===== src/verilog/chan_pkg.sv =====
package chan_pkg;

  // channel payload.
  localparam int DATA_W = 16;

  // receive buffer geometry.
  localparam int FIFO_AW    = 3;
  localparam int FIFO_DEPTH = 1 << FIFO_AW;           // also the upstream credit pool.
  localparam int USEDW_W    = FIFO_AW + 1;            // holds 0 to FIFO_DEPTH.

  // status thresholds on the used-word count.
  localparam logic [USEDW_W-1:0] ALMOST_FULL_LVL  = USEDW_W'(6);  // set at or above.
  localparam logic [USEDW_W-1:0] ALMOST_EMPTY_LVL = USEDW_W'(2);  // set below.

  // egress credit counter.
  localparam int                  CREDIT_W   = 4;
  localparam logic [CREDIT_W-1:0] CREDIT_MAX = CREDIT_W'(15);     // saturation value.

  // drain FSM state codes.
  localparam int DRAIN_STATE_W = 2;

  localparam logic [DRAIN_STATE_W-1:0] DRAIN_IDLE = 2'd0;  // buffer empty.
  localparam logic [DRAIN_STATE_W-1:0] DRAIN_SEND = 2'd1;  // data and credit seen.
  localparam logic [DRAIN_STATE_W-1:0] DRAIN_WAIT = 2'd2;  // data held back, no credit.

endpackage


===== src/verilog/buf_mem.sv =====
`timescale 1ns/10ps

module buf_mem
  import chan_pkg::*;
(
  input  logic               clk_i,

  input  logic               wr_en_i,
  input  logic [FIFO_AW-1:0] wr_addr_i,
  input  logic [DATA_W-1:0]  wr_data_i,

  input  logic [FIFO_AW-1:0] rd_addr_i,
  output logic [DATA_W-1:0]  rd_data_o
);

  logic [DATA_W-1:0] mem [FIFO_DEPTH];

  always_ff @(posedge clk_i)
    begin
      if (wr_en_i)
        begin
          mem[wr_addr_i] <= wr_data_i;
        end
    end

  // read every cycle so the FIFO can steer the address to prefetch the head.
  // a read of the address written at the same edge returns the old word.
  always_ff @(posedge clk_i)
    begin
      rd_data_o <= mem[rd_addr_i];
    end

endmodule


===== src/verilog/fifo.sv =====
`timescale 1ns/10ps

module fifo
  import chan_pkg::*;
(
  input  logic               clk_i,
  input  logic               srst_i,

  input  logic               wr_en_i,
  input  logic [DATA_W-1:0]  wr_data_i,
  input  logic               rd_en_i,

  output logic [DATA_W-1:0]  q_o,
  output logic               empty_o,
  output logic               full_o,
  output logic [USEDW_W-1:0] usedw_o,
  output logic               almost_full_o,
  output logic               almost_empty_o,
  output logic               overflow_o
);

  logic [FIFO_AW-1:0] wr_ptr;
  logic [FIFO_AW-1:0] rd_ptr;
  logic [FIFO_AW-1:0] mem_rd_addr;
  logic [USEDW_W-1:0] usedw_q;
  logic [USEDW_W-1:0] usedw_d;

  logic               wr_accept;
  logic               rd_accept;

  logic [DATA_W-1:0]  mem_q;
  logic               bypass_q;
  logic [DATA_W-1:0]  bypass_data_q;

  assign rd_accept = rd_en_i && !empty_o;                 // no pop from an empty buffer.
  assign wr_accept = wr_en_i && (!full_o || rd_accept);   // full only frees a slot on a pop.

  // on a pop fetch the entry behind the head for show-ahead.
  assign mem_rd_addr = rd_accept ? rd_ptr + 1'b1 : rd_ptr;

  buf_mem mem0 (
    .clk_i     (clk_i),
    .wr_en_i   (wr_accept),
    .wr_addr_i (wr_ptr),
    .wr_data_i (wr_data_i),
    .rd_addr_i (mem_rd_addr),
    .rd_data_o (mem_q)
  );

  // pointers wrap at the depth, which is a power of two.
  always_ff @(posedge clk_i)
    begin
      if (srst_i)
        begin
          wr_ptr <= '0;
          rd_ptr <= '0;
        end
      else
        begin
          if (wr_accept)
            wr_ptr <= wr_ptr + 1'b1;
          if (rd_accept)
            rd_ptr <= rd_ptr + 1'b1;
        end
    end

  // the new head is being written at this same edge, so the memory read
  // would return stale data. happens on a write into an empty buffer and
  // on a write plus pop with one word held.
  always_ff @(posedge clk_i)
    begin
      if (srst_i)
        bypass_q <= 1'b0;
      else
        bypass_q <= wr_accept && (mem_rd_addr == wr_ptr);
    end

  always_ff @(posedge clk_i)
    begin
      bypass_data_q <= wr_data_i;                         // word that skips the memory.
    end

  assign q_o = bypass_q ? bypass_data_q : mem_q;

  always_comb
    begin
      usedw_d = usedw_q;
      if (wr_accept && !rd_accept)
        usedw_d = usedw_q + 1'b1;
      else if (rd_accept && !wr_accept)
        usedw_d = usedw_q - 1'b1;
    end

  // flags are registered from the next count so they move with it.
  always_ff @(posedge clk_i)
    begin
      if (srst_i)
        begin
          usedw_q        <= '0;
          empty_o        <= 1'b1;
          full_o         <= 1'b0;
          almost_full_o  <= 1'b0;
          almost_empty_o <= 1'b1;
        end
      else
        begin
          usedw_q        <= usedw_d;
          empty_o        <= (usedw_d == '0);
          full_o         <= (usedw_d == USEDW_W'(FIFO_DEPTH));
          almost_full_o  <= (usedw_d >= ALMOST_FULL_LVL);
          almost_empty_o <= (usedw_d < ALMOST_EMPTY_LVL);
        end
    end

  assign usedw_o = usedw_q;

  // sticky until reset. the dropped word never reaches memory.
  always_ff @(posedge clk_i)
    begin
      if (srst_i)
        overflow_o <= 1'b0;
      else if (wr_en_i && !wr_accept)
        overflow_o <= 1'b1;
    end

endmodule


===== src/verilog/credit_counter.sv =====
`timescale 1ns/10ps

module credit_counter
  import chan_pkg::*;
(
  input  logic clk_i,
  input  logic srst_i,

  input  logic grant_i,         // one pulse per slot granted downstream.
  input  logic spend_i,         // one pulse per word delivered.

  output logic credit_avail_o
);

  logic [CREDIT_W-1:0] count_q;
  logic [CREDIT_W-1:0] count_d;

  always_comb
    begin
      count_d = count_q;
      if (grant_i && !spend_i)
        begin
          if (count_q != CREDIT_MAX)
            count_d = count_q + 1'b1;                     // extra grants are lost at the top.
        end
      else if (spend_i && !grant_i)
        begin
          if (count_q != '0)
            count_d = count_q - 1'b1;
        end
    end

  always_ff @(posedge clk_i)
    begin
      if (srst_i)
        count_q <= '0;
      else
        count_q <= count_d;
    end

  // a spend in this cycle is already reflected in the next one.
  assign credit_avail_o = (count_q != '0);

endmodule


===== src/verilog/drain_fsm.sv =====
`timescale 1ns/10ps

module drain_fsm
  import chan_pkg::*;
(
  input  logic              clk_i,
  input  logic              srst_i,

  input  logic              fifo_empty_i,
  input  logic [DATA_W-1:0] head_data_i,
  input  logic              credit_avail_i,

  output logic              pop_o,
  output logic              out_valid_o,
  output logic [DATA_W-1:0] out_data_o,
  output logic              in_credit_o
);

  logic [DRAIN_STATE_W-1:0] state_q;
  logic [DRAIN_STATE_W-1:0] state_d;

  // state records what the previous cycle looked like; the pop itself is
  // decided in the current cycle so a fresh word can leave right away.
  always_comb
    begin
      pop_o   = 1'b0;
      state_d = DRAIN_IDLE;
      case (state_q)
        DRAIN_IDLE, DRAIN_SEND:
          begin
            pop_o = !fifo_empty_i && credit_avail_i;
            if (fifo_empty_i)
              state_d = DRAIN_IDLE;
            else if (credit_avail_i)
              state_d = DRAIN_SEND;
            else
              state_d = DRAIN_WAIT;
          end
        DRAIN_WAIT:
          begin
            // nothing was popped since data was seen, so the head is still there.
            pop_o = credit_avail_i;
            if (credit_avail_i)
              state_d = DRAIN_SEND;
            else
              state_d = DRAIN_WAIT;
          end
        default:
          begin
            pop_o   = 1'b0;
            state_d = DRAIN_IDLE;                         // recover from an unused code.
          end
      endcase
    end

  always_ff @(posedge clk_i)
    begin
      if (srst_i)
        state_q <= DRAIN_IDLE;
      else
        state_q <= state_d;
    end

  // the head word leaves with the pop, and its slot goes back upstream.
  assign out_valid_o = pop_o;
  assign out_data_o  = head_data_i;
  assign in_credit_o = pop_o;

endmodule


===== src/verilog/credit_chan_top.sv =====
`timescale 1ns/10ps

module credit_chan_top
  import chan_pkg::*;
(
  input  logic               clk_i,
  input  logic               srst_i,

  input  logic               in_valid_i,
  input  logic [DATA_W-1:0]  in_data_i,
  output logic               in_credit_o,

  input  logic               out_credit_i,
  output logic               out_valid_o,
  output logic [DATA_W-1:0]  out_data_o,

  output logic [USEDW_W-1:0] usedw_o,
  output logic               almost_full_o,
  output logic               almost_empty_o,
  output logic               overflow_o
);

  logic              fifo_empty;
  logic [DATA_W-1:0] fifo_head;
  logic              pop;
  logic              credit_avail;

  fifo fifo0 (
    .clk_i          (clk_i),
    .srst_i         (srst_i),
    .wr_en_i        (in_valid_i),
    .wr_data_i      (in_data_i),
    .rd_en_i        (pop),
    .q_o            (fifo_head),
    .empty_o        (fifo_empty),
    .full_o         (),                                  // full is seen as overflow only.
    .usedw_o        (usedw_o),
    .almost_full_o  (almost_full_o),
    .almost_empty_o (almost_empty_o),
    .overflow_o     (overflow_o)
  );

  credit_counter credit0 (
    .clk_i          (clk_i),
    .srst_i         (srst_i),
    .grant_i        (out_credit_i),
    .spend_i        (pop),                                // every pop is a delivery.
    .credit_avail_o (credit_avail)
  );

  drain_fsm drain0 (
    .clk_i          (clk_i),
    .srst_i         (srst_i),
    .fifo_empty_i   (fifo_empty),
    .head_data_i    (fifo_head),
    .credit_avail_i (credit_avail),
    .pop_o          (pop),
    .out_valid_o    (out_valid_o),
    .out_data_o     (out_data_o),
    .in_credit_o    (in_credit_o)
  );

endmodule


===== config.mk =====
export PLATFORM = sky130hd
export DESIGN_NAME = credit_chan_top
export DESIGN_NICKNAME = d
export VERILOG_FILES = /design/src/verilog/chan_pkg.sv /design/src/verilog/buf_mem.sv /design/src/verilog/fifo.sv /design/src/verilog/credit_counter.sv /design/src/verilog/drain_fsm.sv /design/src/verilog/credit_chan_top.sv
export SDC_FILE = /design/constraint.sdc
export NUM_CORES = 1
export LEC_CHECK = 0
export ABC_CLOCK_PERIOD_IN_PS = 3500
export BUFFER_PORTS_ARGS = -buffer_cell sky130_fd_sc_hd__buf_2
export CORE_MARGIN = 5
export CORE_UTILIZATION = 56
export DETAILED_ROUTE_END_ITERATION = 6
export PLACE_DENSITY = 0.73
export SLEW_MARGIN = 25
export SYNTH_ARGS = -nofsm -noshare
export SYNTH_HDL_FRONTEND = slang
export SYNTH_HIERARCHICAL = 1
export SYNTH_SLANG_ARGS = --single-unit

===== constraint.sdc =====
create_clock -name clk_i -period 3.5 [get_ports clk_i]
set_input_delay 0.7 -clock clk_i [delete_from_list [all_inputs] [get_ports clk_i]]
set_output_delay 0.7 -clock clk_i [all_outputs]
set_load 0.03 [all_outputs]

# == Word-level counts from Yosys, hierarchy flattened ==
# Memory sizes are Yosys's and may differ from the RTL's. A register that Yosys moved wholly into a read port is not among the register bits.
# Index checks and enable logic that the tools add are counted.
# totals
mem_bits_rw,128
memories,1
input_bits,20
out_inout_bits,25
register_bits,38
# op_classes
mux,14
reduce_logical,23
n_addsub,6
eq_ne,6
n_lt_le_gt_ge,2
# mem_list
name,depth,width,rd,rd_clocked_by_memory_dff,write_ports,line_no,rtl
fifo0.mem0.mem,8,16,1,1,1,buf_mem.sv:16,logic [DATA_W-1:0] mem [FIFO_DEPTH];
# ops
operator,n
$mux 4,6
$mux 16,1
$logic_and 1x1->1,9
$add 4x1->4 const B,2
$sub 4x1->4 const B,2
$add 3x1->3 const B,2
$logic_not 1->1,6
$eq 4x4->1 const B,1
$ge 4x3->1 const B,1
$logic_not 4->1,1
$lt 4x2->1 const B,1
$mux 2,2
$ne 4x4->1 const B,1
$pmux 2 s2,1
$reduce_bool 2->1,2
$reduce_bool 4->1,1
$eq 3x3->1,1
$mux 3,1
$reduce_and 3->1,1
$eq 2x1->1 const B,1
$eq 2x2->1 const B,1
$logic_not 2->1,1
$mux 1,2
$ne 2x2->1 const B,1
3 further kinds,3

# == Longest topological paths before layout ==
# depth
ltp_word,11
ltp_mapped,13

# == Modules after synthesis ==
# The synthesis kept the hierarchy.
# by_module_without_submodules
mod,n_inst,cells_per_inst,area_each_um2
buf_mem,1,214,5293.8
fifo,1,116,1322.5
credit_counter,1,28,285.3
drain_fsm,1,25,207.7

# == Least setup slack after synthesis ==
# OpenSTA, ideal clock, no wires.
# synth_path
kind,register -> register
start,register credit0.count_q[0]
end,memory fifo0.mem0.mem[0][0] (enable)
path_buffers,2
arrival_time_ns,3.184
slack_ns,-0.094
path_stages_with_launch,11
setup_time_ns,0.409
period_less_slack_ns,3.594
cell_sequence,dfxtp_1 -> nor4_4 -> inv_1 -> inv_1 -> nor2_1 -> buf_4 -> nand2b_1 -> buf_6 -> a21boi_1 -> nand2b_1 -> nor3_1
# synth_via
elab_chain_cells,8
# synth_lines
item,line_no,rtl
start: declaration,credit_counter.sv:15,logic [CREDIT_W-1:0] count_q;
start signal: assignment,credit_counter.sv:38,count_q <= count_d;
$reduce_bool 4->1 *,credit_counter.sv:42,assign credit_avail_o = (count_q != '0);
named net credit_avail,credit_chan_top.sv:26,logic credit_avail;
$logic_and 1x1->1,drain_fsm.sv:31,pop_o = !fifo_empty_i && credit_avail_i;
$pmux 1 s2 *,drain_fsm.sv:28,case (state_q)
named net in_credit_o,credit_chan_top.sv:11,"output logic in_credit_o,"
$logic_and 1x1->1 *,fifo.sv:35,assign rd_accept = rd_en_i && !empty_o;
$logic_or 1x1->1 *,fifo.sv:36,assign wr_accept = wr_en_i && (!full_o || rd_accept);
$logic_and 1x1->1 *,fifo.sv:36,
named net fifo0.wr_accept,fifo.sv:28,logic wr_accept;
$mux 1 *,buf_mem.sv:20,if (wr_en_i)
$mux 1 (not written as such) *,buf_mem.sv:22,mem[wr_addr_i] <= wr_data_i;
end: declaration,buf_mem.sv:16,
# The timed path passes the listed nets; every way through them passes the cells marked *.

# == Final worst setup path ==
# layout_path
start,register credit0.count_q[0]
end,register fifo0.mem0.rd_data_o[9] (read register of fifo0.mem0.mem)
# layout_via
elab_chain_cells,5
# layout_lines
item,line_no,rtl
$reduce_bool 4->1 *,credit_counter.sv:42,
named net credit_avail,credit_chan_top.sv:26,
$logic_and 1x1->1,drain_fsm.sv:31,
$pmux 1 s2 *,drain_fsm.sv:28,
$logic_and 1x1->1 *,fifo.sv:35,
$mux 3 *,fifo.sv:39,assign mem_rd_addr = rd_accept ? rd_ptr + 1'b1 : rd_ptr;
named net fifo0.mem_rd_addr[0],fifo.sv:24,logic [FIFO_AW-1:0] mem_rd_addr;
end: declaration,buf_mem.sv:13,output logic [DATA_W-1:0] rd_data_o
# Marked as above.
# A chain may end at the register's enable or synchronous reset.

==> results.md <==
* Status: complete, no violations
* Worst-path maximum fanout at 33
* PwrDens at 819 nW/um^2
* Static Leak at around 2.9 nW
* Post-Syn Area per Cell at 18.6 sq um
* DR iter-0 viols at 223
* Clock root buffer: clkbuf_16
* Clock-pin transition on the worst setup and hold timing paths at 60 ps
* Syn-to-layout area delta at 13.1%
* Share of the synthesized area in the top cell type at 0.541
* Global-route wire length before repair at 18700 um
* Synthesized Nets at 410
* Area post-placement at 7440 sq um
* Post-CTS Setup Repair Bufs at 0
* Layout Nets at 454
* Inst Count DP at 580
* All-layer global routing usage at 0.174
* DRC errors left at 0
* Final-report hold violation count at 0
* Initial antenna violation count at 0
* H-tree depth at 4
* Buffers and inverters on the worst path at 3
* Vias per inst at 5.54
* Count of antenna-violating nets left after detailed routing at 0
* ANT cells at 0
* Min Tclk post-route at ~2900 ps
* Pwr Total at 6.59 mW
* Layout cell share with drive strength beyond 1 at 0.311
* Commonest non-fill, non-tap cell in the layout: edfxtp_1
* Synth area leader: edfxtp_1
* Die area at between 15000 and 20000 sq um
* GP Congestion at 0.760
* Pre-Repair DR Iteration Count at 4
* Netlist cell types at 48
* I/O pins at 45
* Top delay family on crit path: multiplexers
* WP data arrival at 3200 ps
* Setup WS post-layout at about 600 ps
* Max Slew Vio Count at 0
* Main synth FF type: edfxtp_1
* # resized after CTS at 0
* Hold Worst Slack at 475 ps
* Post-Synthesis Cell Area at 7110 sq um
* RSZ-0062 raised after global routing: no
* Part of the cycle the worst path needs at 0.827
* Non-Filler Instances at slightly above 600
* Max Clock Freq at approximately 0.35 GHz
* Area contributors post-synth: edfxtp_1 54%, dfxtp_1 15%, mux4_1 10%
* Worst slew margin at 0.440
* End-of-flow core utilization at 0.642
* EDFF count, synth at 128
* Worst VDD drop at 0.519 mV
* Post-DP HPWL at 6920 um
* Initial Util at 0.568
* Drt wl/cell at 19.4 um
* Final Skew at 5.44 ps
* Die Width at 123 um
* Crit-path cells: nor4_4 -> inv_1 -> inv_1 -> nor2_1 -> nand2b_1 -> xnor2_2 -> buf_12 -> mux4_1 -> mux2_2
* MaxCap Viol Count at 0
* Crit Path Class: flip-flop to flip-flop
* CTS Buffer Depth at 2
* Placement Setup Slack at 613 ps
* TritonCTS clock tree: yes
* Post-Synthesis Cells at 383
* CP max stage delay at around 600 ps
* WP data required at 3810 ps
* Largest net degree at the start of global routing at 34
* Finish-stage setup viols at 0
* CP dominant cell by count: inv_1
* Num rows at 41
* Tightest Pin Transition at 840 ps
* # clock sinks at 182
* Overflow after GRT at 0
* Sequential area share after synthesis at 0.693
* Core footprint at 12500 sq um
* CTS Buf Count at 17
* Vias in the first global route at 3445
* Hold Crit Class: input pin to flip-flop
* Die H at 123 um
* Setup TNS at 0 ps
* Slowest CP cell: mux4_1
* CP Launch Type: flip-flop
* Post-CTS Hold Fix Bufs at 0
* Asr flop ratio synth at 0
* Most frequent cells in the layout: 128 x edfxtp_1, 54 x dfxtp_1, 44 x buf_2
* Input/output buffers at 44
* Synth Warn # at 6
* Clock latency on the worst-skew pair at 420 ps
* Total wire length at 11900 um
* Design Area, Final at 8040 sq um
* Synthesis-stage register bit count at 182
* Critical Path End Type: flip-flop
* Vias after detailed routing at 3391
## report_power, final
| group | switching, mW | leakage [nW] | internal (mW) |
|---|---|---|---|
| clock network | 0.762 | 0.284 | 1.14 |
| logic | 1.03 | 0.970 | 0.972 |
| registers | 0.145 | 1.61 | 2.54 |
| total | 1.94 | 2.87 | 4.65 |
## registers in the layout, summed over array words and instances (netlist names)
register and cells:
fifo0/overflow_o 1, fifo0/wr_ptr 3, fifo0/bypass_q 1, drain0/state_q 2, fifo0/empty_o 1, fifo0/rd_ptr 3, fifo0/mem0/mem 128, fifo0/bypass_data_q 16
fifo0/mem0/rd_data_o 16, fifo0/almost_empty_o 1, fifo0/full_o 1, fifo0/usedw_o 4, fifo0/almost_full_o 1, credit0/count_q 4
## layer usage
layer | global-route usage | share of wire | vias to the layer above
met5 | 0 | 0 | -
met4 | 0.0714 | 0.016 | 0
met3 | 0.0479 | 0.034 | 15
met2 | 0.276 | 0.50 | 62
met1 | 0.228 | 0.45 | 1746
li1 | - | - | 1568
## Yosys cell counts, types with 2 or more instances
| cell | number |
|---|---|
| nor2b_1 | 4 |
| xor2_1 | 4 |
| nand2_1 | 6 |
| dfxtp_1 | 54 |
| a31oi_1 | 3 |
| xnor2_1 | 6 |
| edfxtp_1 | 128 |
| mux2_2 | 32 |
| nor2_1 | 19 |
| o21ai_0 | 2 |
| nand3b_1 | 2 |
| mux2i_1 | 4 |
| a211oi_1 | 2 |
| nor3b_1 | 2 |
| buf_4 | 18 |
| mux4_1 | 28 |
| and2b_1 | 2 |
| a21oi_1 | 2 |
| inv_1 | 6 |
| clkbuf_1 | 2 |
| nor3_1 | 7 |
| ha_1 | 6 |
| buf_1 | 5 |
| buf_6 | 6 |
| nand2b_1 | 7 |
| mux4_2 | 4 |
## worst register-to-register path, cell delays in order, from the launching register on
cell	delay, ps
dfxtp_1	470
nor4_4	90
inv_1	80
inv_1	50
nor2_1	330
nand2b_1	320
xnor2_2	270
buf_12	290
mux4_1	610
mux2_2	290
## worst paths after layout
kind | startpoint | slack [ps] | to | cells past startpoint
min reg2reg | fifo0/overflow_o | 510 | fifo0/overflow_o | 2
max | credit0/count_q[0] | 600 | fifo0/mem0/rd_data_o[9] | 9
min | in_data_i[4] | 470 | fifo0/bypass_data_q[4] | 1
max reg2reg | credit0/count_q[0] | 600 | fifo0/mem0/rd_data_o[9] | 9
## kinds of logic (layout without fill, tap and decap cells)
logic type,after synthesis,count (layout),share of synthesized area
flip-flops,182,182,0.693
multiplexers,70,70,0.176
AND/OR/NAND/NOR,60,60,0.0531
buffers and inverters,39,96,0.0368
AO/OA/AOI/OAI,15,15,0.0155
XOR/XNOR,10,10,0.0123
adder cells (fa/ha/maj),7,7,0.0134
## cell type report
| cell class | instances | area, sq um |
|---|---|---|
| multi-input combinational | 162 | 1940 |
| sequential | 182 | 4920 |
| clock buffer | 19 | 443 |
| timing repair buffer | 58 | 338 |
| inverter | 6 | 22.5 |
| tap | 172 | 215 |
| fill | 904 | 4480 |
| clock inverter | 13 | 156 |
(Power assumes the default switching activity.)
